<file path="src/source/arkvid_pkg.sv">
/*
 * Shared widths, raster constants, APB register map and payload types
 * for the tilemap video pipeline. Modules pull these in with a wildcard
 * import in their header.
 */
package arkvid_pkg;

	// ==========================================================
	// Payload types
	// ==========================================================

	// Raster counters are 9 bits wide and run from 128 to 511
	typedef logic [8:0]  cnt_t;
	typedef logic [7:0]  tile_code_t;
	// Colour is packed red, green, blue with 4 bits each
	typedef logic [11:0] rgb_t;

	// ==========================================================
	// Raster constants
	// ==========================================================

	localparam cnt_t H_START     = 9'd128;
	localparam cnt_t CNT_MAX     = 9'd511;
	localparam cnt_t V_BASE      = 9'd248;
	localparam cnt_t HBLANK_LO   = 9'd137;
	localparam cnt_t HBLANK_HI   = 9'd266;
	localparam cnt_t VBLANK_LO   = 9'd271;
	localparam cnt_t VBLANK_HI   = 9'd495;
	localparam cnt_t VSYNC_LINES = 9'd8;

	// Hsync window edges compare against h bits 6:0 only
	localparam logic [6:0] HSYNC_LO_NARROW = 7'd47;
	localparam logic [6:0] HSYNC_HI_NARROW = 7'd80;
	localparam logic [6:0] HSYNC_LO_WIDE   = 7'd54;
	localparam logic [6:0] HSYNC_HI_WIDE   = 7'd87;

	// 48 MHz divided by 8 gives the 6 MHz pixel enable
	localparam int PIX_DIV    = 8;
	localparam int DIV_W      = $clog2(PIX_DIV);
	localparam int PIPE_DEPTH = 3;

	// ==========================================================
	// Memories and APB map
	// ==========================================================

	localparam int TILE_MAP_DEPTH = 1024;
	localparam int PAL_DEPTH      = 512;
	localparam int TILE_AW        = $clog2(TILE_MAP_DEPTH);
	localparam int PAL_AW         = $clog2(PAL_DEPTH);

	localparam int APB_AW = 13;
	localparam logic [APB_AW-1:0] TILE_BASE = 13'h0000;
	localparam logic [APB_AW-1:0] PAL_BASE  = 13'h1000;
	localparam logic [APB_AW-1:0] CTRL_ADDR = 13'h1800;

	// Control register layout
	localparam int CTRL_HFLIP_BIT   = 0;
	localparam int CTRL_VFLIP_BIT   = 1;
	localparam int CTRL_BANK_BIT    = 2;
	localparam int CTRL_VCENTER_LSB = 4;
	localparam int CTRL_HCENTER_LSB = 8;

endpackage
</file>
<file path="src/source/tile_fetch.sv">
/*
 * First pipeline stage: turns the raster position into a tile map cell
 * address, honouring the flip bits, and captures the returned tile code
 * on the pixel enable.
 */
`timescale 1ns/1ns

module tile_fetch import arkvid_pkg::*; (
	input  logic               clk_48m,
	input  logic               rst_n_i,
	input  logic               pix_cen_i,
	input  cnt_t               h_cnt_i,
	input  cnt_t               v_cnt_i,
	input  logic               hflip_i,
	input  logic               vflip_i,
	output tile_code_t         tile_code_o,
	output logic [TILE_AW-1:0] tile_addr_o,
	input  tile_code_t         tile_rdata_i
);

	logic [4:0] cell_x;
	logic [4:0] cell_y;
	tile_code_t code_q;

	// Each cell is 8x8 pixels, so bits 7:3 pick the column and row
	// Flipping a screen axis just inverts those bits
	assign cell_x = h_cnt_i[7:3] ^ {5{hflip_i}};
	assign cell_y = v_cnt_i[7:3] ^ {5{vflip_i}};

	// Row-major map with 32 cells per row
	assign tile_addr_o = {cell_y, cell_x};

	// Counters move on pix_cen and the RAM answers one clock later,
	// so the code is stable well before the next enable
	always_ff @(posedge clk_48m) begin
		if (!rst_n_i) begin
			code_q <= '0;
		end else if (pix_cen_i) begin
			code_q <= tile_rdata_i;
		end
	end

	assign tile_code_o = code_q;

endmodule

</file>
<file path="config.mk">
export PLATFORM = sky130hd
export DESIGN_NAME = tile_fetch
export DESIGN_NICKNAME = d
export VERILOG_FILES = /design/src/source/arkvid_pkg.sv /design/src/source/tile_fetch.sv
export SDC_FILE = /design/constraint.sdc
export NUM_CORES = 1
export LEC_CHECK = 0
export BUFFER_PORTS_ARGS = -buffer_cell sky130_fd_sc_hd__buf_2
export CELL_PAD_IN_SITES_DETAIL_PLACEMENT = 1
export CELL_PAD_IN_SITES_GLOBAL_PLACEMENT = 2
export CORE_MARGIN = 4
export CORE_UTILIZATION = 15
export DETAILED_ROUTE_END_ITERATION = 12
export PLACE_DENSITY = 0.76
export RECOVER_POWER = 100
export SLEW_MARGIN = 10
export SYNTH_ARGS = -nofsm -noshare
export SYNTH_HDL_FRONTEND = slang
export SYNTH_SLANG_ARGS = --single-unit
</file>
<file path="constraint.sdc">
create_clock -name clk_48m -period 1.4 [get_ports clk_48m]
set_clock_uncertainty 0.2 [all_clocks]
set_input_delay 0.28 -clock clk_48m [delete_from_list [all_inputs] [get_ports clk_48m]]
set_output_delay 0.28 -clock clk_48m [all_outputs]
set_load 0.01 [all_outputs]
</file>
* Word level (Yosys, flattened, before mapping)
Cells that the tools add are included.
Storage, ports and cells: register bits after elaboration 8, bits in latches 0, bits in writable memories 0, bits in read-only memories 0, input bits 31, logic and storage cells 3, memories 0
Operators by class: add/subtract/negate cells 0, $mul 0, div/mod/pow operators 0, order comparisons 0, equality and inequality tests 0, shift operators 0, muxes and demuxes 0, bitwise gates (word level) 2, reductions and logical operators 0
Operator list (number):
- 5-bit XOR | 2

* Longest topological paths before layout
depth in word-level cells 1, gate-level depth with buffers 3, gate-level depth less buffers 2

* Least setup slack after synthesis
Ideal clock, no wire load.
path kind input-to-output, start point input port hflip_i, end point output port tile_addr_o[0], data arrival time 669 ps, path slack 251 ps, stages 2, cell sequence buf_2 > xor2_1
Between the ends: longest elaborated chain between the ends 1
RTL lines:
- start, declared | line tile_fetch.sv:14 | input logic hflip_i,
- 5-bit XOR | line tile_fetch.sv:27 | assign cell_x = h_cnt_i[7:3] ^ {5{hflip_i}};
- end, declared | line tile_fetch.sv:17 | output logic [TILE_AW-1:0] tile_addr_o,
No other way between the ends.

* Final worst setup path
start point input port vflip_i, end point output port tile_addr_o[9]
Between the ends: longest elaborated chain between the ends 1
RTL lines:
- start, declared | line tile_fetch.sv:15 | input logic vflip_i,
- 5-bit XOR | line tile_fetch.sv:28 | assign cell_y = v_cnt_i[7:3] ^ {5{vflip_i}};
No other way between the ends.

==> results.json <==
{
  "netlist_area_um2": 399,
  "num_rows": 18,
  "p_int_mw": 0.407,
  "ff2ff_path_depth": 2,
  "rr_endpoint": "tile_code_o[1]",
  "dieArea_um2": 3550,
  "grt-ovfl-total": 0,
  "nNetsFinal": 110,
  "final_max_slew_viol_count": 0,
  "reg2reg_slack_ns": 0.60,
  "pin_count": 49,
  "cp.required_ns": 0.92,
  "tightest_slew_ns": 0.577,
  "clock_latency_ns": 0.26,
  "drc": 0,
  "crit_fanout": 5,
  "synth_seq_cells": 8,
  "holdPathStages": 3,
  "seqPwrFrac_pct": 43.5,
  "grt_max_degree": 9,
  "ir_drop_mv": 0.399,
  "regToRegStartpoint": "tile_code_o[1]",
  "diodes": 0,
  "endpoint_kind": "output port",
  "grt_setup_unrepaired": "false",
  "synth.avg_cell_area_um2": 10.8,
  "status": "completed",
  "start_kind": "input pin",
  "period_share_pct": 90.4,
  "path_clk_slew_ns": 0.05,
  "drt-vias-per-instance": 3.92,
  "gp_congestion": 0.632,
  "ctsResizeCount": 0,
  "cts_num_sinks": 8,
  "fin_crit_ns": 1.27,
  "post-dp-hpwl_um": 987,
  "drive_above_1_share_pct": 33.8,
  "root_buffer": "clkbuf_4",
  "switchingPower_mw": 0.163,
  "drt_first_pass_iters": 2,
  "comb_power_share_pct": 25.1,
  "fmax_mhz": 790,
  "setup_violations": 0,
  "start_util_pct": 16.0,
  "p_sw_share_pct": 28.6,
  "cts_hold_buf": 0,
  "cts_buffers": 3,
  "drtAntennaViolNets": 0,
  "relSlewSlack_pct": 61.5,
  "io_buffers": 40,
  "ctsLongestPathBuffers": 2,
  "dpl-instance-area_um2": 616,
  "yosysUniqueCellTypes": 6,
  "crit_type": "in2out",
  "die_w_um": 59.6,
  "timing.max_cap.violations": 0,
  "grt_pass1_vias": 467,
  "yosysSeqAreaShare_pct": 40.1,
  "vias": 419,
  "p_leak_nw": 0.295,
  "clkPwrFrac_pct": 31.4,
  "drtIter0Drc": 8,
  "synthToLayoutAreaGrowth_pct": 54.5,
  "hold_path_end": "tile_code_o[4]",
  "routed_wl_um": 1140,
  "critPathArrivalTime_ns": 0.79,
  "fillers": 311,
  "hold_class": "in2reg",
  "yosys_warnings": 0,
  "wl_per_cell_um": 10.6,
  "largest_register_ff_count": 8,
  "hold_viol": 0,
  "die_height_um": 59.6,
  "p_per_area_nw_per_um2": 924,
  "htreeDepth": 1,
  "track_usage_pct": 6.81,
  "core-area_um2": 2500,
  "final_cell_area_um2": 617,
  "synth_fp_nets": 68,
  "hold_path.startpoint": "tile_rdata_i[4]",
  "cts_tree": "done",
  "antenna_found_initial": 0,
  "post-cts-setup-buffers": 0,
  "netlist_instances": 37,
  "worstSetupStartpoint": "vflip_i",
  "fin_tns_setup_ns": 0,
  "grt_pass1_wl_um": 1800
}
## power groups by stage
stage                     sequential (mW)  clock [mW]  combinational (mW)
after floorplan                     0.259           0              0.0717
after global placement              0.252           0               0.151
after global routing                0.250       0.202               0.160
after CTS                           0.248       0.193               0.156
final                               0.248       0.179               0.143
after detailed placement            0.253           0               0.156
## kinds of logic (layout without fill, tap and decap cells)
family / after synthesis / after routing / synth area share [%]
buf+inv: 3 / 43 / 5.33
xor+xnor: 10 / 10 / 21.9
flops: 8 / 8 / 40.1
simple gates: 8 / 8 / 12.5
mux: 8 / 8 / 20.1
## synth_stat cells
| cell | instances | area share [%] |
|---|---|---|
| nor2b_1 | 8 | 13 |
| buf_6 | 1 | 2.8 |
| dfxtp_1 | 8 | 40 |
| xor2_1 | 10 | 22 |
| mux2i_1 | 8 | 20 |
| buf_2 | 2 | 2.5 |
## cell usage in the layout, fill, tap and decap left out
master and instances:
clkbuf_2 2, xor2_1 10, nor2b_1 8, buf_2 21, dfxtp_1 8, clkbuf_4 3
clkbuf_1 17, mux2i_1 8
## worst max-delay path by stage
stage / slack [ns] / depth (start not counted) / to
2_1_floorplan: 0.25 / 2 / tile_addr_o[0]
3_3_place_gp: 0.20 / 3 / tile_addr_o[7]
3_5_place_dp: 0.16 / 3 / tile_addr_o[8]
4_1_cts: 0.16 / 3 / tile_addr_o[8]
5_1_grt: 0.08 / 3 / tile_addr_o[8]
6_report: 0.13 / 3 / tile_addr_o[9]
## worst max-delay path, stage by stage
cell,delay [ns]
clkbuf_2,0.17
xor2_1,0.17
clkbuf_1,0.17
## layer usage
metal	vias up	wire (µm)	track usage [%]
met2	42	451	11.9
met3	3	255	2.61
met4	0	35	5.70
met5	-	0	0
met1	178	392	6.13
li1	196	-	-
## through the flow
stage / util [%] / std cells / worst slack [ns] / hold slack, ns / power, mW
floorplan: - / 37 / 0.251 / 0.208 / 0.331
global placement: 24.6 / 104 / 0.198 / 0.290 / 0.403
detailed placement: 24.6 / 104 / 0.160 / 0.306 / 0.409
CTS: 25.5 / 107 / 0.160 / 0.0768 / 0.598
global route: 24.7 / 107 / 0.0809 / 0.116 / 0.611
finish: 24.7 / 107 / 0.134 / 0.0861 / 0.570
## layout make-up
cell class	count	area, µm²	area share, %
Tap cell	30	37.5	6.09
Multi-Input combinational cell	26	218	35.3
Clock buffer	3	22.5	3.65
Timing Repair Buffer	40	179	29.0
Sequential cell	8	160	26.0
Power figures use the tool's default switching activity.
