## src/source/arkvid_pkg.sv

```systemverilog
/*
 * Shared widths, raster constants, APB register map and payload types
 * for the tilemap video pipeline. Modules pull these in with a wildcard
 * import in their header.
 */
package arkvid_pkg;

	// ==========================================================
	// Payload types
	// ==========================================================

	// Raster counters are 9 bits wide and run from 128 to 511
	typedef logic [8:0]  cnt_t;
	typedef logic [7:0]  tile_code_t;
	// Colour is packed red, green, blue with 4 bits each
	typedef logic [11:0] rgb_t;

	// ==========================================================
	// Raster constants
	// ==========================================================

	localparam cnt_t H_START     = 9'd128;
	localparam cnt_t CNT_MAX     = 9'd511;
	localparam cnt_t V_BASE      = 9'd248;
	localparam cnt_t HBLANK_LO   = 9'd137;
	localparam cnt_t HBLANK_HI   = 9'd266;
	localparam cnt_t VBLANK_LO   = 9'd271;
	localparam cnt_t VBLANK_HI   = 9'd495;
	localparam cnt_t VSYNC_LINES = 9'd8;

	// Hsync window edges compare against h bits 6:0 only
	localparam logic [6:0] HSYNC_LO_NARROW = 7'd47;
	localparam logic [6:0] HSYNC_HI_NARROW = 7'd80;
	localparam logic [6:0] HSYNC_LO_WIDE   = 7'd54;
	localparam logic [6:0] HSYNC_HI_WIDE   = 7'd87;

	// 48 MHz divided by 8 gives the 6 MHz pixel enable
	localparam int PIX_DIV    = 8;
	localparam int DIV_W      = $clog2(PIX_DIV);
	localparam int PIPE_DEPTH = 3;

	// ==========================================================
	// Memories and APB map
	// ==========================================================

	localparam int TILE_MAP_DEPTH = 1024;
	localparam int PAL_DEPTH      = 512;
	localparam int TILE_AW        = $clog2(TILE_MAP_DEPTH);
	localparam int PAL_AW         = $clog2(PAL_DEPTH);

	localparam int APB_AW = 13;
	localparam logic [APB_AW-1:0] TILE_BASE = 13'h0000;
	localparam logic [APB_AW-1:0] PAL_BASE  = 13'h1000;
	localparam logic [APB_AW-1:0] CTRL_ADDR = 13'h1800;

	// Control register layout
	localparam int CTRL_HFLIP_BIT   = 0;
	localparam int CTRL_VFLIP_BIT   = 1;
	localparam int CTRL_BANK_BIT    = 2;
	localparam int CTRL_VCENTER_LSB = 4;
	localparam int CTRL_HCENTER_LSB = 8;

endpackage
```

## src/source/video_output.sv

```systemverilog
/*
 * Last pipeline stage: delays sync and blank to line up with the colour
 * data, then registers the video outputs with black forced in blanking.
 */
`timescale 1ns/1ns

module video_output import arkvid_pkg::*; (
	input  logic       clk_48m,
	input  logic       rst_n_i,
	input  logic       pix_cen_i,
	input  rgb_t       rgb_i,
	input  logic       hsync_i,
	input  logic       vsync_i,
	input  logic       hblank_i,
	input  logic       vblank_i,
	output logic [3:0] video_r_o,
	output logic [3:0] video_g_o,
	output logic [3:0] video_b_o,
	output logic       video_hsync_o,
	output logic       video_vsync_o,
	output logic       video_csync_o,
	output logic       video_hblank_o,
	output logic       video_vblank_o
);

	logic [1:0] hsync_d;
	logic [1:0] vsync_d;
	logic [1:0] hblank_d;
	logic [1:0] vblank_d;

	// Two stages match the tile and palette registers
	always_ff @(posedge clk_48m) begin
		if (!rst_n_i) begin
			hsync_d  <= 2'b00;
			vsync_d  <= 2'b11;
			hblank_d <= 2'b00;
			vblank_d <= 2'b00;
		end else if (pix_cen_i) begin
			hsync_d  <= {hsync_d[0], hsync_i};
			vsync_d  <= {vsync_d[0], vsync_i};
			hblank_d <= {hblank_d[0], hblank_i};
			vblank_d <= {vblank_d[0], vblank_i};
		end
	end

	// ==========================================================
	// Output register
	// ==========================================================

	// Vsync idles high, so csync idles high as well
	always_ff @(posedge clk_48m) begin
		if (!rst_n_i) begin
			{video_r_o, video_g_o, video_b_o} <= '0;
			video_hsync_o  <= 1'b0;
			video_vsync_o  <= 1'b1;
			video_csync_o  <= 1'b1;
			video_hblank_o <= 1'b0;
			video_vblank_o <= 1'b0;
		end else if (pix_cen_i) begin
			// Black whenever either blank is active
			if (hblank_d[1] || vblank_d[1]) begin
				{video_r_o, video_g_o, video_b_o} <= '0;
			end else begin
				{video_r_o, video_g_o, video_b_o} <= rgb_i;
			end
			video_hsync_o  <= hsync_d[1];
			video_vsync_o  <= vsync_d[1];
			video_csync_o  <= hsync_d[1] ^ vsync_d[1];
			video_hblank_o <= hblank_d[1];
			video_vblank_o <= vblank_d[1];
		end
	end

endmodule

```

## config.mk

```make
export PLATFORM = sky130hd
export DESIGN_NAME = video_output
export DESIGN_NICKNAME = d
export VERILOG_FILES = /design/src/source/arkvid_pkg.sv /design/src/source/video_output.sv
export SDC_FILE = /design/constraint.sdc
export NUM_CORES = 1
export LEC_CHECK = 0
export BUFFER_PORTS_ARGS = -buffer_cell sky130_fd_sc_hd__buf_2
export CORE_MARGIN = 2
export CORE_UTILIZATION = 45
export CTS_CLUSTER_DIAMETER = 120
export CTS_CLUSTER_SIZE = 40
export DETAILED_ROUTE_END_ITERATION = 10
export GPL_ROUTABILITY_DRIVEN = 0
export HOLD_SLACK_MARGIN = 0.12
export PLACE_DENSITY = 0.71
export SLEW_MARGIN = 20
export SYNTH_ARGS = -nofsm -noshare
export SYNTH_HDL_FRONTEND = slang
export SYNTH_SLANG_ARGS = --single-unit
```

## constraint.sdc

```tcl
create_clock -name clk_48m -period 2 [get_ports clk_48m]
set_clock_uncertainty 0.05 [all_clocks]
set_input_delay 0.3 -clock clk_48m [delete_from_list [all_inputs] [get_ports clk_48m]]
set_output_delay 0.3 -clock clk_48m [all_outputs]
set_load 0.03 [all_outputs]
```

Yosys cells after proc, flatten, opt, wreduce, memory -nomap -nowiden
Index checks and enable logic that the tools add are counted.

cells by class
  multiplexer cells = 3
  bitwise logic cells = 1
  reduce and logical (&&, ||, !) cells = 1

operators by type and width
  kind               count
  4-bit two-way mux  3
  1-bit logical OR   1
  1-bit bitwise XOR  1

storage, ports and cells
  flip-flop bits (word level) = 25
  input port bits = 19
  output and inout port bits = 17
  logic and storage cells = 17

Depth between registers and ports, before layout
  word-level depth = 2
  gate-level depth with buffers = 4
  depth with buffers taken out = 2

Worst setup path after synthesis
No wires, ideal clock.

  path type = register -> register
  start = register hblank_d[1]
  end = register video_g_o[1]
  setup time = 0.115 ns
  data arrival time = 0.829 ns
  data required time = 1.835 ns
  path slack = 1.006 ns
  cell stages (with the launch flop) = 4
  path buffers = 1
  clock period less this slack = 0.994 ns
  cell sequence = dfxtp_1 buf_6 and4bb_1 o21a_1

between the ends
  word-level cells in the longest chain between the ends = 2

ends and longest elaborated chain
  what                      RTL line            source
  start: declaration        video_output.sv:28  logic [1:0] hblank_d;
  start signal: assignment  video_output.sv:41  hblank_d <= {hblank_d[0], hblank_i};
  1-bit logical OR          video_output.sv:61  if (hblank_d[1] || vblank_d[1]) begin
  4-bit two-way mux         video_output.sv:61
  end signal: assignment    video_output.sv:64  {video_r_o, video_g_o, video_b_o} <= rgb_i;
  end: declaration          video_output.sv:17  output logic [3:0] video_g_o,

Every way passes these cells.
A chain may end at the register's enable or synchronous reset.

Worst setup path in the final report
  start = register video_csync_o
  end = output video_csync_o

RTL lines
  what                      RTL line            source
  start: declaration        video_output.sv:21  output logic video_csync_o,
  start signal: assignment  video_output.sv:68  video_csync_o <= hsync_d[1] ^ vsync_d[1];

No word-level cell between the ends.

==> metrics.cfg <==
[floorplan]
die_x_um=53.3
start_util_pct=48.4
core_sq_um=2250
io_pins=36
rows=17
die_area_sq_um=2840
die_y_um=53.3

[logic_synthesis]
synth_area_leader_cell=dfxtp_1
ys_ff_latch=25
netlist_area_sq_um=1090
yosysTopAreaCellShare_pct=45.8
yosysWarnings=0
avgSynthCellArea_sq_um=11.4
synthTopCellsByArea=dfxtp_1 46%, nor2b_1 12%, mux2i_1 11%
netlist_instances=96
yosysSeqAreaShare_pct=45.8
yosysUniqueCellTypes=14
synth_fp_nets=115

[route]
drt-initial-drc-count=3
drc=0
wirelength_mm=1.87
antenna_left=0
via_per_inst=5.01
vias=777
routedWlPerCell_um=12.0
dr.pass1.iters=4

[timing]
finalCriticalPeriod_ns=1.23
setup_viol=0
rsz0062_at_grt=false
fin_crit_sh_pct=61.4
drv_slew=0
tightest_slew_ns=0.686
hold_violations=0
setup_tns_ns=0
slew-limit-headroom_pct=54.3
fmax_ghz=0.814
holdWs_ns=0.151

[worst_setup_path]
slowest_stage=dfxtp_1
cp_max_fo=2
max_stage_delay_ns=0.37
endpoint_kind=output pin
cp_top_family=flip-flops
crit_buf_inv=1
crit_required_ns=1.65
worstPathCellList=buf_2
cp-start-kind=flop
crit_type=reg -> out
arrival_ns=0.88

[global_routing]
grt_pass1_vias=724
grt_first_pass_wirelength_mm=3.08
overflow=0
grt.total_usage_pct=14.8
grt_max_degree=39
antenna_found_initial=0

[clocking]
h-tree-depth=1
cts_setup_buffers=0
numCtsBuffers=3
holdBufCountCts=0
clock_latency_ns=0.30
clk_pin_slew_ns=0.13
cts_root_buffer=clkbuf_4
cts_resized=0
cts_tree=yes
clk_path_buf_depth=2
clock_sinks=25

[placement]
io_buffer_count=35
postPlaceCellArea_sq_um=1240

[layout]
fin_area_sq_um=1260
final_cell_mix=35 x buf_2, 25 x dfxtp_1, 21 x nor2b_1
final_common_cell=buf_2
area_growth_pct=15.7
diodes=0
num-nets-final=147
drive_above_1_share_pct=33.9

[flow_run]
maxCapViolations=0

[pwr]
finalPower_uw=888
sw_frac_of_total_pct=25.6
p_leak_uw=0.000581
comb_power_share_pct=15.6
powerDensity_nw_per_um2=703
switching_power_uw=227
ir_drop_uv=519
p_int_uw=661
clkPwrFrac_pct=24.0
seqPwrFrac_pct=60.4

[worst_hold_path]
hold_class=in -> reg

[outcome]
outcome=finished, final reports clean

## synthesized netlist by cell type
cell and count:
nor2b_1 21, buf_2 2, buf_4 1, mux2i_1 12, and4bb_2 4, a31oi_1 1, o21a_1 12, xnor2_1 1
nand2_1 3, buf_6 4, and4bb_1 8, dfxtp_1 25, clkbuf_1 1, nor3b_1 1
## cell families after synthesis
logic type | Yosys count | synth area share (%)
AO/OA/AOI/OAI | 13 | 8.82
AND/OR/NAND/NOR | 37 | 27.5
XOR/XNOR | 1 | 0.802
flip-flops | 25 | 45.8
multiplexers | 12 | 11.0
buffers and inverters | 8 | 6.07
## tightest hold or removal path: stages
cell and delay [ns]:
buf_2 0.08, mux2i_1 0.06, nand2_1 0.06
## path summary, 6_finish.rpt
path	startpoint	end	slack, ns	cells after the start
setup / recovery	video_csync_o	video_csync_o	0.77	1
hold reg to reg	vsync_d[0]	vsync_d[0]	0.44	2
setup reg to reg	vblank_d[1]	video_g_o[3]	0.82	2
hold / removal	vsync_i	vsync_d[0]	0.15	3
## metrics by stage
step / instances / setup slack [ns] / utilization (%)
2_1_floorplan: 96 / 1.01 / -
3_3_place_gp: 151 / 0.639 / 54.8
3_5_place_dp: 151 / 0.614 / 54.8
4_1_cts: 155 / 0.759 / 56.0
5_1_grt: 155 / 0.719 / 56.0
6_report: 155 / 0.772 / 56.0
## cell type report
type | instances | area, sq um
Timing Repair Buffer | 35 | 175
Clock buffer | 3 | 22.5
Fill cell | 230 | 991
Tap cell | 28 | 35.0
Multi-Input combinational cell | 63 | 526
Clock inverter | 1 | 5.00
Sequential cell | 25 | 500
## power by group through the flow
stage	clock, uW	combinational, uW	sequential [uW]
after floorplan	0	77.1	575
after detailed placement	0	140	548
after global placement	0	137	547
after global routing	241	151	540
final	214	139	536
after CTS	226	141	537
## routing by layer
layer | track usage, % | vias up | part of all wire (%)
met4 | 6.41 | 0 | 0.54
met5 | 0 | - | 0
li1 | - | 396 | -
met1 | 18.6 | 357 | 48
met3 | 2.82 | 2 | 5.2
met2 | 24.3 | 22 | 46
## registers in the layout (all words and copies together) (netlist names), 2 cells and up
| signal | count |
|---|---|
| hblank_d | 2 |
| hsync_d | 2 |
| vblank_d | 2 |
| video_b_o | 4 |
| video_g_o | 4 |
| video_r_o | 4 |
| vsync_d | 2 |
No activity file was read; power rests on OpenSTA's default activity.
