**src/source/arkvid_pkg.sv**
```systemverilog
/*
 * Shared widths, raster constants, APB register map and payload types
 * for the tilemap video pipeline. Modules pull these in with a wildcard
 * import in their header.
 */
package arkvid_pkg;

	// ==========================================================
	// Payload types
	// ==========================================================

	// Raster counters are 9 bits wide and run from 128 to 511
	typedef logic [8:0]  cnt_t;
	typedef logic [7:0]  tile_code_t;
	// Colour is packed red, green, blue with 4 bits each
	typedef logic [11:0] rgb_t;

	// ==========================================================
	// Raster constants
	// ==========================================================

	localparam cnt_t H_START     = 9'd128;
	localparam cnt_t CNT_MAX     = 9'd511;
	localparam cnt_t V_BASE      = 9'd248;
	localparam cnt_t HBLANK_LO   = 9'd137;
	localparam cnt_t HBLANK_HI   = 9'd266;
	localparam cnt_t VBLANK_LO   = 9'd271;
	localparam cnt_t VBLANK_HI   = 9'd495;
	localparam cnt_t VSYNC_LINES = 9'd8;

	// Hsync window edges compare against h bits 6:0 only
	localparam logic [6:0] HSYNC_LO_NARROW = 7'd47;
	localparam logic [6:0] HSYNC_HI_NARROW = 7'd80;
	localparam logic [6:0] HSYNC_LO_WIDE   = 7'd54;
	localparam logic [6:0] HSYNC_HI_WIDE   = 7'd87;

	// 48 MHz divided by 8 gives the 6 MHz pixel enable
	localparam int PIX_DIV    = 8;
	localparam int DIV_W      = $clog2(PIX_DIV);
	localparam int PIPE_DEPTH = 3;

	// ==========================================================
	// Memories and APB map
	// ==========================================================

	localparam int TILE_MAP_DEPTH = 1024;
	localparam int PAL_DEPTH      = 512;
	localparam int TILE_AW        = $clog2(TILE_MAP_DEPTH);
	localparam int PAL_AW         = $clog2(PAL_DEPTH);

	localparam int APB_AW = 13;
	localparam logic [APB_AW-1:0] TILE_BASE = 13'h0000;
	localparam logic [APB_AW-1:0] PAL_BASE  = 13'h1000;
	localparam logic [APB_AW-1:0] CTRL_ADDR = 13'h1800;

	// Control register layout
	localparam int CTRL_HFLIP_BIT   = 0;
	localparam int CTRL_VFLIP_BIT   = 1;
	localparam int CTRL_BANK_BIT    = 2;
	localparam int CTRL_VCENTER_LSB = 4;
	localparam int CTRL_HCENTER_LSB = 8;

endpackage
```
**src/source/video_timing.sv**
```systemverilog
/*
 * Raster timing: divides the 48 MHz clock down to a 6 MHz pixel enable,
 * runs the horizontal and vertical counters and decodes sync and blank.
 */
`timescale 1ns/1ns

module video_timing import arkvid_pkg::*; (
	input  logic       clk_48m,
	input  logic       rst_n_i,
	input  logic [3:0] h_center_i,
	input  logic [2:0] v_center_i,
	output logic       pix_cen_o,
	output cnt_t       h_cnt_o,
	output cnt_t       v_cnt_o,
	output logic       hsync_o,
	output logic       vsync_o,
	output logic       hblank_o,
	output logic       vblank_o
);

	logic [DIV_W-1:0] div_q;
	cnt_t             h_q;
	cnt_t             v_q;
	cnt_t             v_start;
	cnt_t             v_end;
	logic [6:0]       hs_lo;
	logic [6:0]       hs_hi;

	// Pixel enable is high for one clock out of every PIX_DIV
	always_ff @(posedge clk_48m) begin
		if (!rst_n_i) begin
			div_q <= '0;
		end else if (div_q == DIV_W'(PIX_DIV - 1)) begin
			div_q <= '0;
		end else begin
			div_q <= div_q + 1'b1;
		end
	end

	assign pix_cen_o = (div_q == DIV_W'(PIX_DIV - 1));

	// Vertical centering moves both ends of the line range together
	assign v_start = V_BASE - cnt_t'(v_center_i);
	assign v_end   = CNT_MAX - cnt_t'(v_center_i);

	// ==========================================================
	// Raster counters
	// ==========================================================

	// H wraps from 511 to 128, giving 384 pixels per line
	// V steps once per line, at the moment h leaves 128
	always_ff @(posedge clk_48m) begin
		if (!rst_n_i) begin
			h_q <= H_START;
			v_q <= V_BASE;
		end else if (pix_cen_o) begin
			h_q <= (h_q == CNT_MAX) ? H_START : h_q + 1'b1;
			if (h_q == H_START) begin
				v_q <= (v_q >= v_end) ? v_start : v_q + 1'b1;
			end
		end
	end

	assign h_cnt_o = h_q;
	assign v_cnt_o = v_q;

	// ==========================================================
	// Sync and blank decode
	// ==========================================================

	// h_center bit 3 picks the wide window, bits 2:0 slide it left
	assign hs_lo = (h_center_i[3] ? HSYNC_LO_WIDE : HSYNC_LO_NARROW) - 7'(h_center_i[2:0]);
	assign hs_hi = (h_center_i[3] ? HSYNC_HI_WIDE : HSYNC_HI_NARROW) - 7'(h_center_i[2:0]);

	assign hsync_o = !h_q[8] && (h_q[6:0] > hs_lo) && (h_q[6:0] < hs_hi);

	// Vsync is active low over the first lines of the frame
	assign vsync_o = !((v_q >= v_start) && (v_q <= v_start + VSYNC_LINES - 9'd1));

	assign hblank_o = (h_q > HBLANK_LO) && (h_q < HBLANK_HI);
	assign vblank_o = (v_q < VBLANK_LO) || (v_q > VBLANK_HI);

endmodule

```
**config.mk**
```make
export PLATFORM = sky130hd
export DESIGN_NAME = video_timing
export DESIGN_NICKNAME = d
export VERILOG_FILES = /design/src/source/arkvid_pkg.sv /design/src/source/video_timing.sv
export SDC_FILE = /design/constraint.sdc
export NUM_CORES = 1
export LEC_CHECK = 0
export BUFFER_PORTS_ARGS = -buffer_cell sky130_fd_sc_hd__buf_2
export CORE_ASPECT_RATIO = 1.25
export CORE_UTILIZATION = 46
export CTS_CLUSTER_DIAMETER = 200
export DETAILED_ROUTE_END_ITERATION = 10
export GPL_TIMING_DRIVEN = 0
export PLACE_DENSITY = 0.7
export SLEW_MARGIN = 10
export SYNTH_ARGS = -nofsm -noshare
export SYNTH_HDL_FRONTEND = slang
export SYNTH_SLANG_ARGS = --single-unit
```
**constraint.sdc**
```tcl
create_clock -name clk_48m -period 2.95 [get_ports clk_48m]
set_input_delay 0.59 -clock clk_48m [delete_from_list [all_inputs] [get_ports clk_48m]]
set_output_delay 0.59 -clock clk_48m [all_outputs]
set_load 0.02 [all_outputs]
```
-- After elaboration in Yosys (flattened, before gate mapping)
Cells that the tools add are included.
- word-level logic and storage cells: 38
- input port bits: 9
- register bits after elaboration: 21
- output and inout port bits: 23
- eq/ne operators: 3
- $add $sub $neg: 9
- mux-type cells: 4
- bitwise logic cells: 1
- reduce and logical (&&, ||, !) cells: 9
- $lt $le $gt $ge: 9
- operators with widths (cell ; number):
    9-bit by 1-bit adder with 9-bit output, second input constant ; 2
    9-bit greater-or-equal comparator ; 2
    9-bit < comparator, second input constant ; 2
    9-bit two-way mux ; 2
    9-bit by 4-bit adder with 9-bit output, second input constant ; 1
    9-bit by 8-bit equality test with 1-bit output, second input constant ; 1
    9-bit equality test, second input constant ; 1
    9-bit by 8-bit > comparator with 1-bit output, second input constant ; 1
    9-bit > comparator, second input constant ; 1
    9-bit <= comparator ; 1
    8-bit by 3-bit subtractor with 9-bit output, first input constant ; 1
    9-bit by 1-bit subtractor with 9-bit output, second input constant ; 1
    7-bit > comparator ; 1
    7-bit < comparator ; 1
    6-bit by 3-bit subtractor with 7-bit output ; 1
    7-bit by 3-bit subtractor with 7-bit output ; 1
    5-bit two-way mux ; 1
    1-bit by 4-bit subtractor with 5-bit output, first input constant ; 1
    1-bit logical AND ; 4
    3-bit by 1-bit adder with 3-bit output, second input constant ; 1
    3-bit equality test, second input constant ; 1
    3-bit two-way mux ; 1
    1-bit logical NOT ; 2
    2-bit AND reduction ; 1
    other kinds (3) ; 3

-- Logic depth before layout (Yosys ltp)
- depth after elaboration: 6
- depth in mapped cells: 13
- mapped depth without buffers: 13

-- Worst setup path before layout
No wires, ideal clock.
- path kind: input to output
- start: input port h_center_i[3]
- end: output port hsync_o
- arrival: 2491 ps
- stages: 11
- required time: 2360 ps
- slack: -131 ps
- path buffers: 0
- cell sequence: inv_1 > ha_1 > inv_1 > fa_1 > fa_1 > inv_1 > ha_1 > o21ai_0 > nand2b_1 > a31oi_1 > o21a_1
- cells in the longest elaborated chain, start to end: 5
- elaborated cells on any way between the ends: 8
- those cells by class: add/sub: 2; order compare: 2; mux: 2; reduce/logical: 2
- RTL lines (what ; RTL line ; source):
    start, declared ; video_timing.sv:10 ; input logic [3:0] h_center_i,
    5-bit two-way mux ; video_timing.sv:72 ; assign hs_lo = (h_center_i[3] ? HSYNC_LO_WIDE : HSYNC_LO_NARROW) - 7'(h_center_i[2:0]);
    6-bit by 3-bit subtractor with 7-bit output ; video_timing.sv:72 ;
    7-bit > comparator ; video_timing.sv:75 ; assign hsync_o = !h_q[8] && (h_q[6:0] > hs_lo) && (h_q[6:0] < hs_hi);
    1-bit logical AND ; video_timing.sv:75 ;
    1-bit logical AND * ; video_timing.sv:75 ;
    end, declared ; video_timing.sv:15 ; output logic hsync_o,
Mark *: on every way between the ends. The rest lies on a longest branch, timed or not.

-- Final worst setup path
Same ends and word-level chain as after synthesis.

==> reports/metrics.cfg <==
[floorplan]
die_area_um2 = 4570
core_area_um2 = 4100
io_pins = 32
rows = 26
initial_core_util_pct = 48.3
die_x_um = 60.7
die_h_um = 75.3

[power]
swShare_pct = 29.0
p_int_uw = 465
vdd_drop_max_v = 0.000136
seq_power_share_pct = 44.1
total_power_uw = 655
p_sw_uw = 190
power.share.combinational_pct = 25.6
p_per_area_nw_per_um2 = 258
clockPowerShare_pct = 30.3
p_leak_nw = 1.23

[finish]
fill_cells = 386
regArea_um2 = 420
finish.utilization_pct = 62.0
antennaDiodeCount = 0
nNetsFinal = 341
stdcell_area_um2 = 2540
layout-drive-gt1-share_pct = 25.9
area_growth_pct = 28.3
multi_input_area_um2 = 1570
final_cells = 346

[cts]
worst_skew_pair.late_latency_ps = 270
cts-htree-levels = 1
cts_made_buffers = 3
cts-root-buf = clkbuf_8
clk_path_buf_depth = 2
path_clk_slew_ps = 80
clkSinkCount = 21
cts_tree = built

[setup_path]
reg2reg_from = v_cnt_o[0]
r2r_slack_ps = 730
path_class = in2out
endpoint_kind = primary output
reg2reg_to = v_cnt_o[0]
reg2reg_depth = 8
cp.arrival_ps = 2620
crit_required_ps = 2360
startpoint_type = primary input
path_max_fanout = 4

[detailed_routing]
antenna_left = 0
drt-pass1-iter-count = 4
drt_iter0_drc = 46
drc = 0
drt-total-wl_um = 5030
route.vias.total = 1938
via_per_inst = 5.60
avgRoutedWirePerCell_um = 14.5

[synthesis]
syn_inst = 243
yosysMostFrequentCell = ha_1
ys_seq_area_share_pct = 21.2
synth_area_per_cell_um2 = 8.15
synth_area_leader_cell = ha_1
synth_common_cells = 39 x ha_1, 22 x inv_1, 21 x dfxtp_1
synthFlopType = dfxtp_1
synth_compound_area_share_pct = 17.1
synthXorXnorAreaFrac_pct = 4.42
ys_warn_count = 0
synth_top_area_share_pct = 24.7
synth_edf_count = 0
synth_cell_types = 43
synthAdderAreaFrac_pct = 26.7
netlist_area_um2 = 1980
synth_top_family_by_area = adder cells
synth-simple-area-share_pct = 22.9
syn_nets = 293
synthMuxAreaShare_pct = 1.52
ys_ff_latch = 21
synthTopCellsByArea = ha_1 25%, dfxtp_1 21%, inv_1 4.2%, nand2_1 3.8%, nor2_1 3.8%
async_flop_share_pct = 0

[grt]
track_usage_pct = 23.0
grt_pass1_vias = 1808
grt_overflow = 0
grt_max_degree = 13
antenna_found_initial = 0
grt_pass1_wl_um = 7800

[sta]
finalSetupViolCount = 2
setup_slack_ps = -259
fin_crit_sh_pct = 109
fin_tns_setup_ps = -347
worstMarginPinSlew_ps = 461
maxSlewHeadroom_pct = 69.0
fin_crit_ps = 3210
drv_slew = 0
final_hold_viol_count = 0
rsz0062_at_grt = true
whs_ps = 443
timing.fmax_ghz = 0.312
fin_skew_ps = 5.07

[placed_design]
dpl.hpwl_um = 3510
routabilityCongestion = 0.832
post_dp_cell_area_um2 = 2220
place_inst = 330
place_ws_ps = -376
port_buffers = 31

[outcome]
violations = setup timing
outcome = finished, violations left

[job]
cap_violations = 0

[worst_hold_path]
hold_path_depth = 1
hp-start = div_q[0]
min_to = div_q[0]
hold_path_class = reg2reg

worst max-delay path, cell delays in order:
cell,delay [ps]
buf_12,110
buf_4,140
buf_4,130
ha_1,190
ha_1,280
ha_1,300
nor2b_1,140
o21a_1,160
o21ai_0,150
a21oi_1,90
o21a_2,220
buf_6,130
cell families after synthesis:
group | after synthesis
mux | 3
simple gates | 86
compound gates | 53
buf+inv | 29
xor+xnor | 10
flops | 21
fa+ha+maj | 41
routing by layer:
metal  share of wire, %  global-route usage, %  wire length, um  vias to the layer above
met1                 39                   23.7             1990                      921
li1                   -                      -                -                      965
met4                2.1                   10.1              104                        0
met3                3.0                   3.06              152                       11
met2                 55                   45.1             2790                       41
met5                  0                      0                0                        -
timing repair:
item                                    CTS  global route
endpoints found under the setup margin    2             2
resized for setup                        43             2
pin swaps                                17            11
setup buffers                            11             1
hold buffers                              0             0
power by group through the flow:
| stage | clock, mW | sequential, mW | combinational, mW |
|---|---|---|---|
| floorplan | 0 | 0.296 | 0.0809 |
| detailed placement | 0 | 0.296 | 0.117 |
| global placement | 0 | 0.296 | 0.114 |
| finish | 0.199 | 0.289 | 0.167 |
| CTS | 0.200 | 0.289 | 0.159 |
| global route | 0.212 | 0.289 | 0.184 |
final cells by class:
type | instances | share of cell area, %
Timing Repair Buffer | 43 | 11.6
Sequential cell | 21 | 16.6
Inverter | 22 | 3.94
Clock inverter | 1 | 0.197
Tap cell | 56 | 2.76
Multi-Input combinational cell | 193 | 61.9
Clock buffer | 3 | 1.63
Buffer | 7 | 1.48
layout by cell type (no fill, tap or decap), types with 3 or more instances in the layout:
cell	synthesis	final
xor2_1	6	6
and4_1	4	4
a31oi_1	5	5
inv_1	22	16
nand2_1	20	19
nor2_1	20	19
clkbuf_1	3	3
inv_2	0	3
ha_4	0	6
dfxtp_1	21	21
nand4_1	5	5
buf_4	0	13
clkbuf_8	0	3
a21boi_0	3	3
ha_1	39	33
mux2i_1	3	3
a21oi_1	12	10
nor3_1	7	6
buf_2	3	29
o21a_1	4	3
a21o_1	4	4
o21ai_1	5	7
and3_1	7	7
nand3_1	8	8
nor2b_1	4	4
xnor2_1	4	3
o21ai_0	10	8
registers in the layout, summed over array words and instances, names as in the netlist:
signal   count
h_cnt_o      9
v_cnt_o      9
div_q        3
worst max-delay path by stage:
| stage | startpoint | slack (ps) | endpoint | cells past startpoint |
|---|---|---|---|---|
| after floorplan | v_center_i[0] | 0.4 | vsync_o | 13 |
| after global placement | h_center_i[3] | -360 | hsync_o | 13 |
| after detailed placement | h_center_i[3] | -380 | hsync_o | 13 |
| after CTS | h_center_i[3] | -270 | hsync_o | 13 |
| after global routing | h_center_i[3] | -400 | hsync_o | 13 |
| final | h_center_i[3] | -260 | hsync_o | 12 |
No activity file was read; power rests on OpenSTA's default activity.
