--- src/source/arkvid_pkg.sv ---
/*
 * Shared widths, raster constants, APB register map and payload types
 * for the tilemap video pipeline. Modules pull these in with a wildcard
 * import in their header.
 */
package arkvid_pkg;

	// ==========================================================
	// Payload types
	// ==========================================================

	// Raster counters are 9 bits wide and run from 128 to 511
	typedef logic [8:0]  cnt_t;
	typedef logic [7:0]  tile_code_t;
	// Colour is packed red, green, blue with 4 bits each
	typedef logic [11:0] rgb_t;

	// ==========================================================
	// Raster constants
	// ==========================================================

	localparam cnt_t H_START     = 9'd128;
	localparam cnt_t CNT_MAX     = 9'd511;
	localparam cnt_t V_BASE      = 9'd248;
	localparam cnt_t HBLANK_LO   = 9'd137;
	localparam cnt_t HBLANK_HI   = 9'd266;
	localparam cnt_t VBLANK_LO   = 9'd271;
	localparam cnt_t VBLANK_HI   = 9'd495;
	localparam cnt_t VSYNC_LINES = 9'd8;

	// Hsync window edges compare against h bits 6:0 only
	localparam logic [6:0] HSYNC_LO_NARROW = 7'd47;
	localparam logic [6:0] HSYNC_HI_NARROW = 7'd80;
	localparam logic [6:0] HSYNC_LO_WIDE   = 7'd54;
	localparam logic [6:0] HSYNC_HI_WIDE   = 7'd87;

	// 48 MHz divided by 8 gives the 6 MHz pixel enable
	localparam int PIX_DIV    = 8;
	localparam int DIV_W      = $clog2(PIX_DIV);
	localparam int PIPE_DEPTH = 3;

	// ==========================================================
	// Memories and APB map
	// ==========================================================

	localparam int TILE_MAP_DEPTH = 1024;
	localparam int PAL_DEPTH      = 512;
	localparam int TILE_AW        = $clog2(TILE_MAP_DEPTH);
	localparam int PAL_AW         = $clog2(PAL_DEPTH);

	localparam int APB_AW = 13;
	localparam logic [APB_AW-1:0] TILE_BASE = 13'h0000;
	localparam logic [APB_AW-1:0] PAL_BASE  = 13'h1000;
	localparam logic [APB_AW-1:0] CTRL_ADDR = 13'h1800;

	// Control register layout
	localparam int CTRL_HFLIP_BIT   = 0;
	localparam int CTRL_VFLIP_BIT   = 1;
	localparam int CTRL_BANK_BIT    = 2;
	localparam int CTRL_VCENTER_LSB = 4;
	localparam int CTRL_HCENTER_LSB = 8;

endpackage
--- src/source/palette_lookup.sv ---
/*
 * Second pipeline stage: looks the tile code up in the selected palette
 * bank and holds the resulting colour for one pixel.
 */
`timescale 1ns/1ns

module palette_lookup import arkvid_pkg::*; (
	input  logic              clk_48m,
	input  logic              rst_n_i,
	input  logic              pix_cen_i,
	input  logic              pal_bank_i,
	input  tile_code_t        tile_code_i,
	output rgb_t              rgb_o,
	output logic [PAL_AW-1:0] pal_addr_o,
	input  rgb_t              pal_rdata_i
);

	rgb_t rgb_q;

	// Bank bit selects the upper or lower 256 entries
	assign pal_addr_o = {pal_bank_i, tile_code_i};

	// Colour is captured on the enable after the code changed
	always_ff @(posedge clk_48m) begin
		if (!rst_n_i) begin
			rgb_q <= '0;
		end else if (pix_cen_i) begin
			rgb_q <= pal_rdata_i;
		end
	end

	assign rgb_o = rgb_q;

endmodule

--- config.mk ---
export PLATFORM = sky130hd
export DESIGN_NAME = palette_lookup
export DESIGN_NICKNAME = d
export VERILOG_FILES = /design/src/source/arkvid_pkg.sv /design/src/source/palette_lookup.sv
export SDC_FILE = /design/constraint.sdc
export NUM_CORES = 1
export LEC_CHECK = 0
export BUFFER_PORTS_ARGS = -buffer_cell sky130_fd_sc_hd__buf_2
export CORE_AREA = 5 5 42 44
export CTS_BUF_LIST = sky130_fd_sc_hd__clkbuf_2 sky130_fd_sc_hd__clkbuf_4 sky130_fd_sc_hd__clkbuf_8
export DETAILED_ROUTE_END_ITERATION = 10
export DIE_AREA = 0 0 47 49
export PLACE_DENSITY = 0.82
export SLEW_MARGIN = 20
export SYNTH_ARGS = -nofsm -noshare
export SYNTH_HDL_FRONTEND = slang
export SYNTH_SLANG_ARGS = --single-unit
--- constraint.sdc ---
create_clock -name clk_48m -period 1.1 [get_ports clk_48m]
set_input_delay 0.22 -clock clk_48m [delete_from_list [all_inputs] [get_ports clk_48m]]
set_output_delay 0.22 -clock clk_48m [all_outputs]
set_load 0.05 [all_outputs]
=== Word level (Yosys, flattened, before mapping) ===
Index checks and enable logic that the tools add are counted.

* Register bits: 12
* Output and inout bits: 21
* Word-level logic and storage cells: 1

=== Logic depth before layout (Yosys ltp) ===
Gate-level depths: netlist (run 1).

* Depth in word-level cells: 0
* Gate-level depth with buffers: 3
* Mapped depth without buffers: 2

=== Least setup slack after synthesis (run 1) ===
OpenSTA, ideal clock, no wires.

* Path kind: register -> register
* Start: reg rgb_o[0] (netlist name)
* End: reg rgb_q[0] (netlist: rgb_o[0])
* Library setup time: 66 ps
* Arrival time: 838 ps
* Required time: 1,034 ps
* Path slack: 197 ps
* Stages on the path, launching flop included: 3
* Path buffers: 0
* Path through: dfxtp_1 > mux2i_1 > nor2b_1

{| class="wikitable"
|+ RTL lines
! item !! RTL line !! source
|-
| end signal: assignment || palette_lookup.sv:28 || <nowiki>rgb_q <= pal_rdata_i;</nowiki>
|-
| end: declaration || palette_lookup.sv:18 || <nowiki>rgb_t rgb_q;</nowiki>
|}

=== Final worst setup path (run 1) ===
* Start: reg rgb_q[2] (netlist: rgb_o[2])
* End: out rgb_o[2]

{| class="wikitable"
|+ RTL lines
! item !! RTL line !! source
|-
| end: declaration || palette_lookup.sv:13 || <nowiki>output rgb_t rgb_o,</nowiki>
|}

No word-level cell between the ends.

==> results of run 1 <==
==> cells by family (layout without fill, tap and decap cells) <==
kind of cell / after synthesis / in the layout / share of synthesized area (%)
mux: 12 / 12 / 23.19
flops: 12 / 12 / 46.38
simple gates: 12 / 12 / 14.49
buf+inv: 11 / 29 / 15.94
==> per-stage QoR <==
| stage | instances | setup slack, ps |
|---|---|---|
| after detailed placement | 78 | 159.4 |
| after floorplan | 47 | 196.6 |
| after global placement | 78 | 172.7 |
| final | 81 | 24.84 |
| after global routing | 81 | 0.5109 |
| after CTS | 81 | 6.058 |
==> final cells by class <==
| class | count | area, um^2 | share of cell area (%) |
|---|---|---|---|
| Multi-Input combinational cell | 24 | 195.2 | 30.83 |
| Clock buffer | 3 | 22.52 | 3.557 |
| Tap cell | 16 | 20.02 | 3.162 |
| Sequential cell | 12 | 240.2 | 37.94 |
| Timing Repair Buffer | 26 | 155.1 | 24.51 |
==> routing by layer <==
metal  routed length (um)  share of wire, %  up-vias  GRT usage (%)
met4                    5              0.57        0          5.530
met2                  421                48       19          12.90
met1                  349                40      156          10.51
met5                    0                 0        -              0
li1                     -                 -      179              -
met3                  105                12        2          2.952
==> final timing paths <==
check                                    start   endpoint  slack [ps]  cells after the start
worst max-delay path                  rgb_o[2]   rgb_o[2]          20                      1
worst min-delay path            pal_rdata_i[2]   rgb_o[2]         220                      3
worst max register to register        rgb_o[7]   rgb_o[7]         490                      2
worst min register to register       rgb_o[11]  rgb_o[11]         510                      2
==> cells in the final DEF, fill, tap and decap left out <==
cell      count
clkbuf_4     11
buf_2        16
dfxtp_1      12
buf_4         2
nor2b_1      12
mux2i_1      12
==> power by group through the flow <==
stage               Combinational, mW  Sequential, mW  Clock, mW
floorplan                       0.144           0.573          0
global placement                0.199           0.481          0
detailed placement              0.202           0.482          0
CTS                             0.202           0.473      0.254
global route                    0.223           0.477      0.281
finish                          0.209           0.474      0.245
==> repair_timing <==
item                                   4_1_cts  5_1_grt
setup endpoints to repair                    0       10
endpoints found under the hold margin        0        0
gates resized for setup                      0       12
==> results.ini, run 1 <==
[synthesis]
syn_avg_cell_area_um2 = 11.02
yosys.area.top_type = dfxtp_1
yosysSeqAreaShare_pct = 46.38
syn_inst = 47
netlist_top_cells_area = dfxtp_1 (46%), mux2i_1 (23%), nor2b_1 (14%)
yosys-top-cells-count = dfxtp_1 (12), mux2i_1 (12), nor2b_1 (12)
async_flop_share_pct = 0
ys_warn_count = 0
syn-cell-area_um2 = 518.0
ys_types = 6
synth-edff-count = 0
synthFlopType = dfxtp_1
synth_nets = 71
ys_ff_latch = 12
yosysTopAreaCellShare_pct = 46.38

[finish]
final_nets = 91
fin_util_pct = 45.18
fillers = 140
finish.instance_area_um2 = 633.1
largest_reg_flops = 12
syn2layout_area_growth_pct = 22.22
drive_gt1_share_pct = 44.62
antenna_cells = 0

[route]
antenna_left = 0
avgViaCountPerCell = 4.395
drtIter0Drc = 1
wl_per_cell_um = 10.88
drc = 0
dr.pass1.iters = 2
routed_wl_um = 881
vias = 356

[clocking]
cts.path.max_buffers = 2
postCtsHoldBufs = 0
clock_latency_ps = 250
cts_tree = built
cts_buffers = 3
cts_htree_levels = 1
clkTransAtPathRegs_ps = 70
cts_setup_buffers = 0
cts.sinks = 12
clockRootBuffer = clkbuf_4

[critical_path]
cp-start-kind = flip-flop
cp_max_fo = 2
crit_family = flip-flops
worst_setup_path_end_kind = output port
critPathSlowestCell = dfxtp_1
path_cells = buf_2
cp.arrival_ps = 860
cp_slowest_stage_delay_ps = 340
critical_path_buf_inv_count = 1
critPathKind = reg -> out
crit_required_ps = 880

[pwr]
ir_worst_vdd_mv = 0.7176
intPower_mw = 0.6632
cellPowerDensity_mw_per_mm2 = 1464
power_mw = 0.9271
seq_power_share_pct = 51.1
combPwrFrac_pct = 22.5
p_clk_share_pct = 26.4
p_sw_mw = 0.2639
power_leakage_nw = 0.3184
p_sw_share_pct = 28.46

[floorplanning]
die_w_um = 47
start_util_pct = 36.96
die_area_mm2 = 0.002303
ios = 45
fp-row-count = 14
fp.dieH_um = 49
core_area_mm2 = 0.001401

[job]
maxCapViolations = 0

[place]
place_area_um2 = 585.6
dp_hpwl_um = 721
io_buffers = 26
gp_congestion = 0.6174

[timing]
finalSetupTns_ps = 0
setup_violations = 0
holdWs_ps = 219.9
finalCritPeriodShare_pct = 97.74
drv_slew = 0
fmax_mhz = 930.1
relSlewSlack_pct = 77.81
rsz0062_at_grt = false
tightest_slew_ps = 332.8
skew_ps = 0
hold_viol = 0
period_minus_slack_ps = 1075

[global_routing]
grt_pass1_wl_um = 1497
grt_pass1_vias = 356
grt_use_total_pct = 8.782
antenna_found_initial = 0
overflow = 0
grt_max_degree = 13

[outcome]
status = finished, final reports clean

[hold_path]
hold_path_class = in -> reg

Power figures use the tool's default switching activity.
==> run 2: changes to the inputs <==
ABC_CLOCK_PERIOD_IN_PS = 900   (was default)
CORE_AREA = default   (was 5 5 42 44)
CORE_MARGIN = 5   (was default)
CORE_UTILIZATION = 34   (was default)
DIE_AREA = default   (was 0 0 47 49)
PLACE_DENSITY = 0.76   (was 0.82)
clock period = 0.9 ns   (was 1.1 ns; I/O delays follow)
==> run 2 against run 1 <==
Against the previous run: cell area increased by 21%; worst hold slack got worse by 46 ps; worst setup slack got worse by 67 ps; sequential share of layout area decreased by 4.6 points; combinational power increased by 49%; highest routed layer unchanged; core utilization increased by 6.9 points; the flow now finishes with violations (setup timing); flip-flop and latch count unchanged; die area increased by 4.4%.
==> results.ini, run 2 (synthesis gave the netlist of run 1 again) <==
[outcome]
status = finished, violations left  ; was finished, final reports clean
violations = setup timing

[route]
dr.pass1.iters = 1  ; was 2
wl_met3_um = 123  ; was 105 um
dr_wl_met2_um = 574  ; was 421 um
avgViaCountPerCell = 4.410  ; was 4.395
dr.max_layer_used = met4  ; unchanged
antenna_left = 0  ; unchanged
drc = 0  ; unchanged
routed_wl_um = 1107  ; was 881 um
wl_met1_um = 389  ; was 349 um
vias = 366  ; was 356
drtIter0Drc = 0  ; was 1
wl_per_cell_um = 13.34  ; was 10.88 um

[finish]
fillers = 135  ; was 140
layout_common_cells = buf_2 (14), mux2i_1 (12), nor2b_1 (12), dfxtp_2 (12), buf_8 (9)  ; was buf_2 (16), mux2i_1 (12), nor2b_1 (12), dfxtp_1 (12), clkbuf_4 (11)
final-instance-count-excl-fill = 83  ; was 81
final_common_cell = buf_2  ; unchanged
syn2layout_area_growth_pct = 47.83  ; was 22.22%
largest_reg_flops = 12  ; unchanged
final_nets = 92  ; was 91
drive_gt1_share_pct = 64.18  ; was 44.62%
antenna_cells = 0  ; unchanged

[critical_path]
reg2reg_to = rgb_o[0]  ; was rgb_o[7]
crit_required_ps = 720  ; was 880 ps
worst_setup_path_end_kind = output port  ; unchanged
rrSetupSlack_ps = 270  ; was 490 ps
rr_worst_depth = 2  ; unchanged
cp_max_fo = 2  ; unchanged
rr_startpoint = rgb_o[0]  ; was rgb_o[7]
cp_slowest_stage_delay_ps = 350  ; was 340 ps
cp-start-kind = flip-flop  ; unchanged
critical_path_buf_inv_count = 1  ; unchanged
path_cells = buf_8  ; was buf_2
critPathSlowestCell = dfxtp_2  ; was dfxtp_1
cp.arrival_ps = 760  ; was 860 ps
critPathKind = reg -> out  ; unchanged
crit_family = flip-flops  ; unchanged

[floorplanning]
ios = 45  ; unchanged
fp-row-count = 14  ; unchanged
start_util_pct = 35.20  ; was 36.96%
die_area_mm2 = 0.002404  ; was 0.002303 mm^2
core_area_mm2 = 0.001471  ; was 0.001401 mm^2
fp.dieH_um = 49.03  ; was 49 um
die_w_um = 49.03  ; was 47 um

[hold_path]
hold_path_class = in -> reg  ; unchanged
min_delay_path_depth = 3  ; unchanged
holdPathEnd = rgb_o[9]  ; was rgb_o[2]
min-delay-start = pal_rdata_i[9]  ; was pal_rdata_i[2]

[clocking]
clock_latency_ps = 260  ; was 250 ps
cts.path.max_buffers = 2  ; unchanged
cts_tree = built  ; unchanged
cts_htree_levels = 1  ; unchanged
cts_setup_buffers = 0  ; unchanged
clockRootBuffer = clkbuf_4  ; unchanged
clkTransAtPathRegs_ps = 70  ; about the same
cts.sinks = 12  ; unchanged
cts_buffers = 3  ; unchanged

[place]
dp_cells = 79  ; was 78
gp_congestion = 0.6160  ; was 0.6174
place_ws_ps = 83.49  ; was 159.4 ps
dp_hpwl_um = 853.7  ; was 721 um
io_buffers = 26  ; unchanged

[timing]
tightest_slew_ps = 130.4  ; was 332.8 ps
worst_slack_ps = -42.59  ; was 24.84 ps
finalCritPeriodShare_pct = 104.7
rsz0062_at_grt = true  ; was false
hold_viol = 0  ; unchanged
relSlewSlack_pct = 91.06  ; was 77.81%
drv_slew = 0  ; unchanged
skew_ps = 0  ; unchanged
finalSetupTns_ps = -409.6  ; was 0 ps
period_minus_slack_ps = 942.6
setup_violations = 12  ; was 0
fmax_mhz = 1061

[pwr]
power_leakage_nw = 0.3641  ; was 0.3184 nW
ir_worst_vdd_mv = 0.9931  ; was 0.7176 mV
cellPowerDensity_mw_per_mm2 = 1725  ; was 1464 mW/mm^2
power_mw = 1.321  ; was 0.9271 mW

[global_routing]
grt_use_total_pct = 8.862  ; was 8.782%
overflow = 0  ; unchanged
grt_pass1_wl_um = 1704  ; was 1497 um
grt_max_degree = 13  ; unchanged
antenna_found_initial = 0  ; unchanged
grt_pass1_vias = 362  ; was 356

[job]
maxCapViolations = 0  ; unchanged

[run 2: worst max path at each step]
stage	depth (start not counted)	slack, ps	end	from
floorplan	2	160	rgb_o[0]	rgb_o[0]
global placement	4	110	rgb_o[0]	pix_cen_i
detailed placement	4	80	rgb_o[11]	pix_cen_i
CTS	1	-60	rgb_o[10]	rgb_o[10]
global route	1	-70	rgb_o[0]	rgb_o[0]
finish	1	-40	rgb_o[2]	rgb_o[2]
[run 2: what timing repair did]
item	in CTS	in global routing
setup endpoints to repair	12	12
hold buffers	0	0
pin swaps	0	0
gates resized for setup	30	3
[run 2: metal layers]
metal	GRT usage, %	vias to the layer above
li1	-	183
met1	8.349	160
met2	14.78	21
met3	4.893	2
met4	5.381	0
met5	0	-
[run 2: area by class of cell]
type,instances,area [um^2],area share [%]
Clock buffer,4,36.28,4.739
Sequential cell,12,255.2,33.33
Timing Repair Buffer,27,259.0,33.82
Tap cell,16,20.02,2.614
Multi-Input combinational cell,24,195.2,25.49
[run 2: stage by stage]
step / hold WS [ps] / cell area (um^2) / utilization [%]
floorplan: 308.0 / 533.0 / -
global placement: 360.3 / 620.6 / 42.18
detailed placement: 360.3 / 620.6 / 42.18
CTS: 162.9 / 754.5 / 51.28
global route: 175.5 / 765.7 / 52.04
finish: 174.0 / 765.7 / 52.04
[run 2: where the power goes]
| part | switching, mW | internal (mW) | total, mW |
|---|---|---|---|
| sequential | 0.0256 | 0.569 | 0.595 |
| combinational | 0.167 | 0.145 | 0.312 |
| clock | 0.169 | 0.245 | 0.414 |
| total | 0.361 | 0.960 | 1.32 |
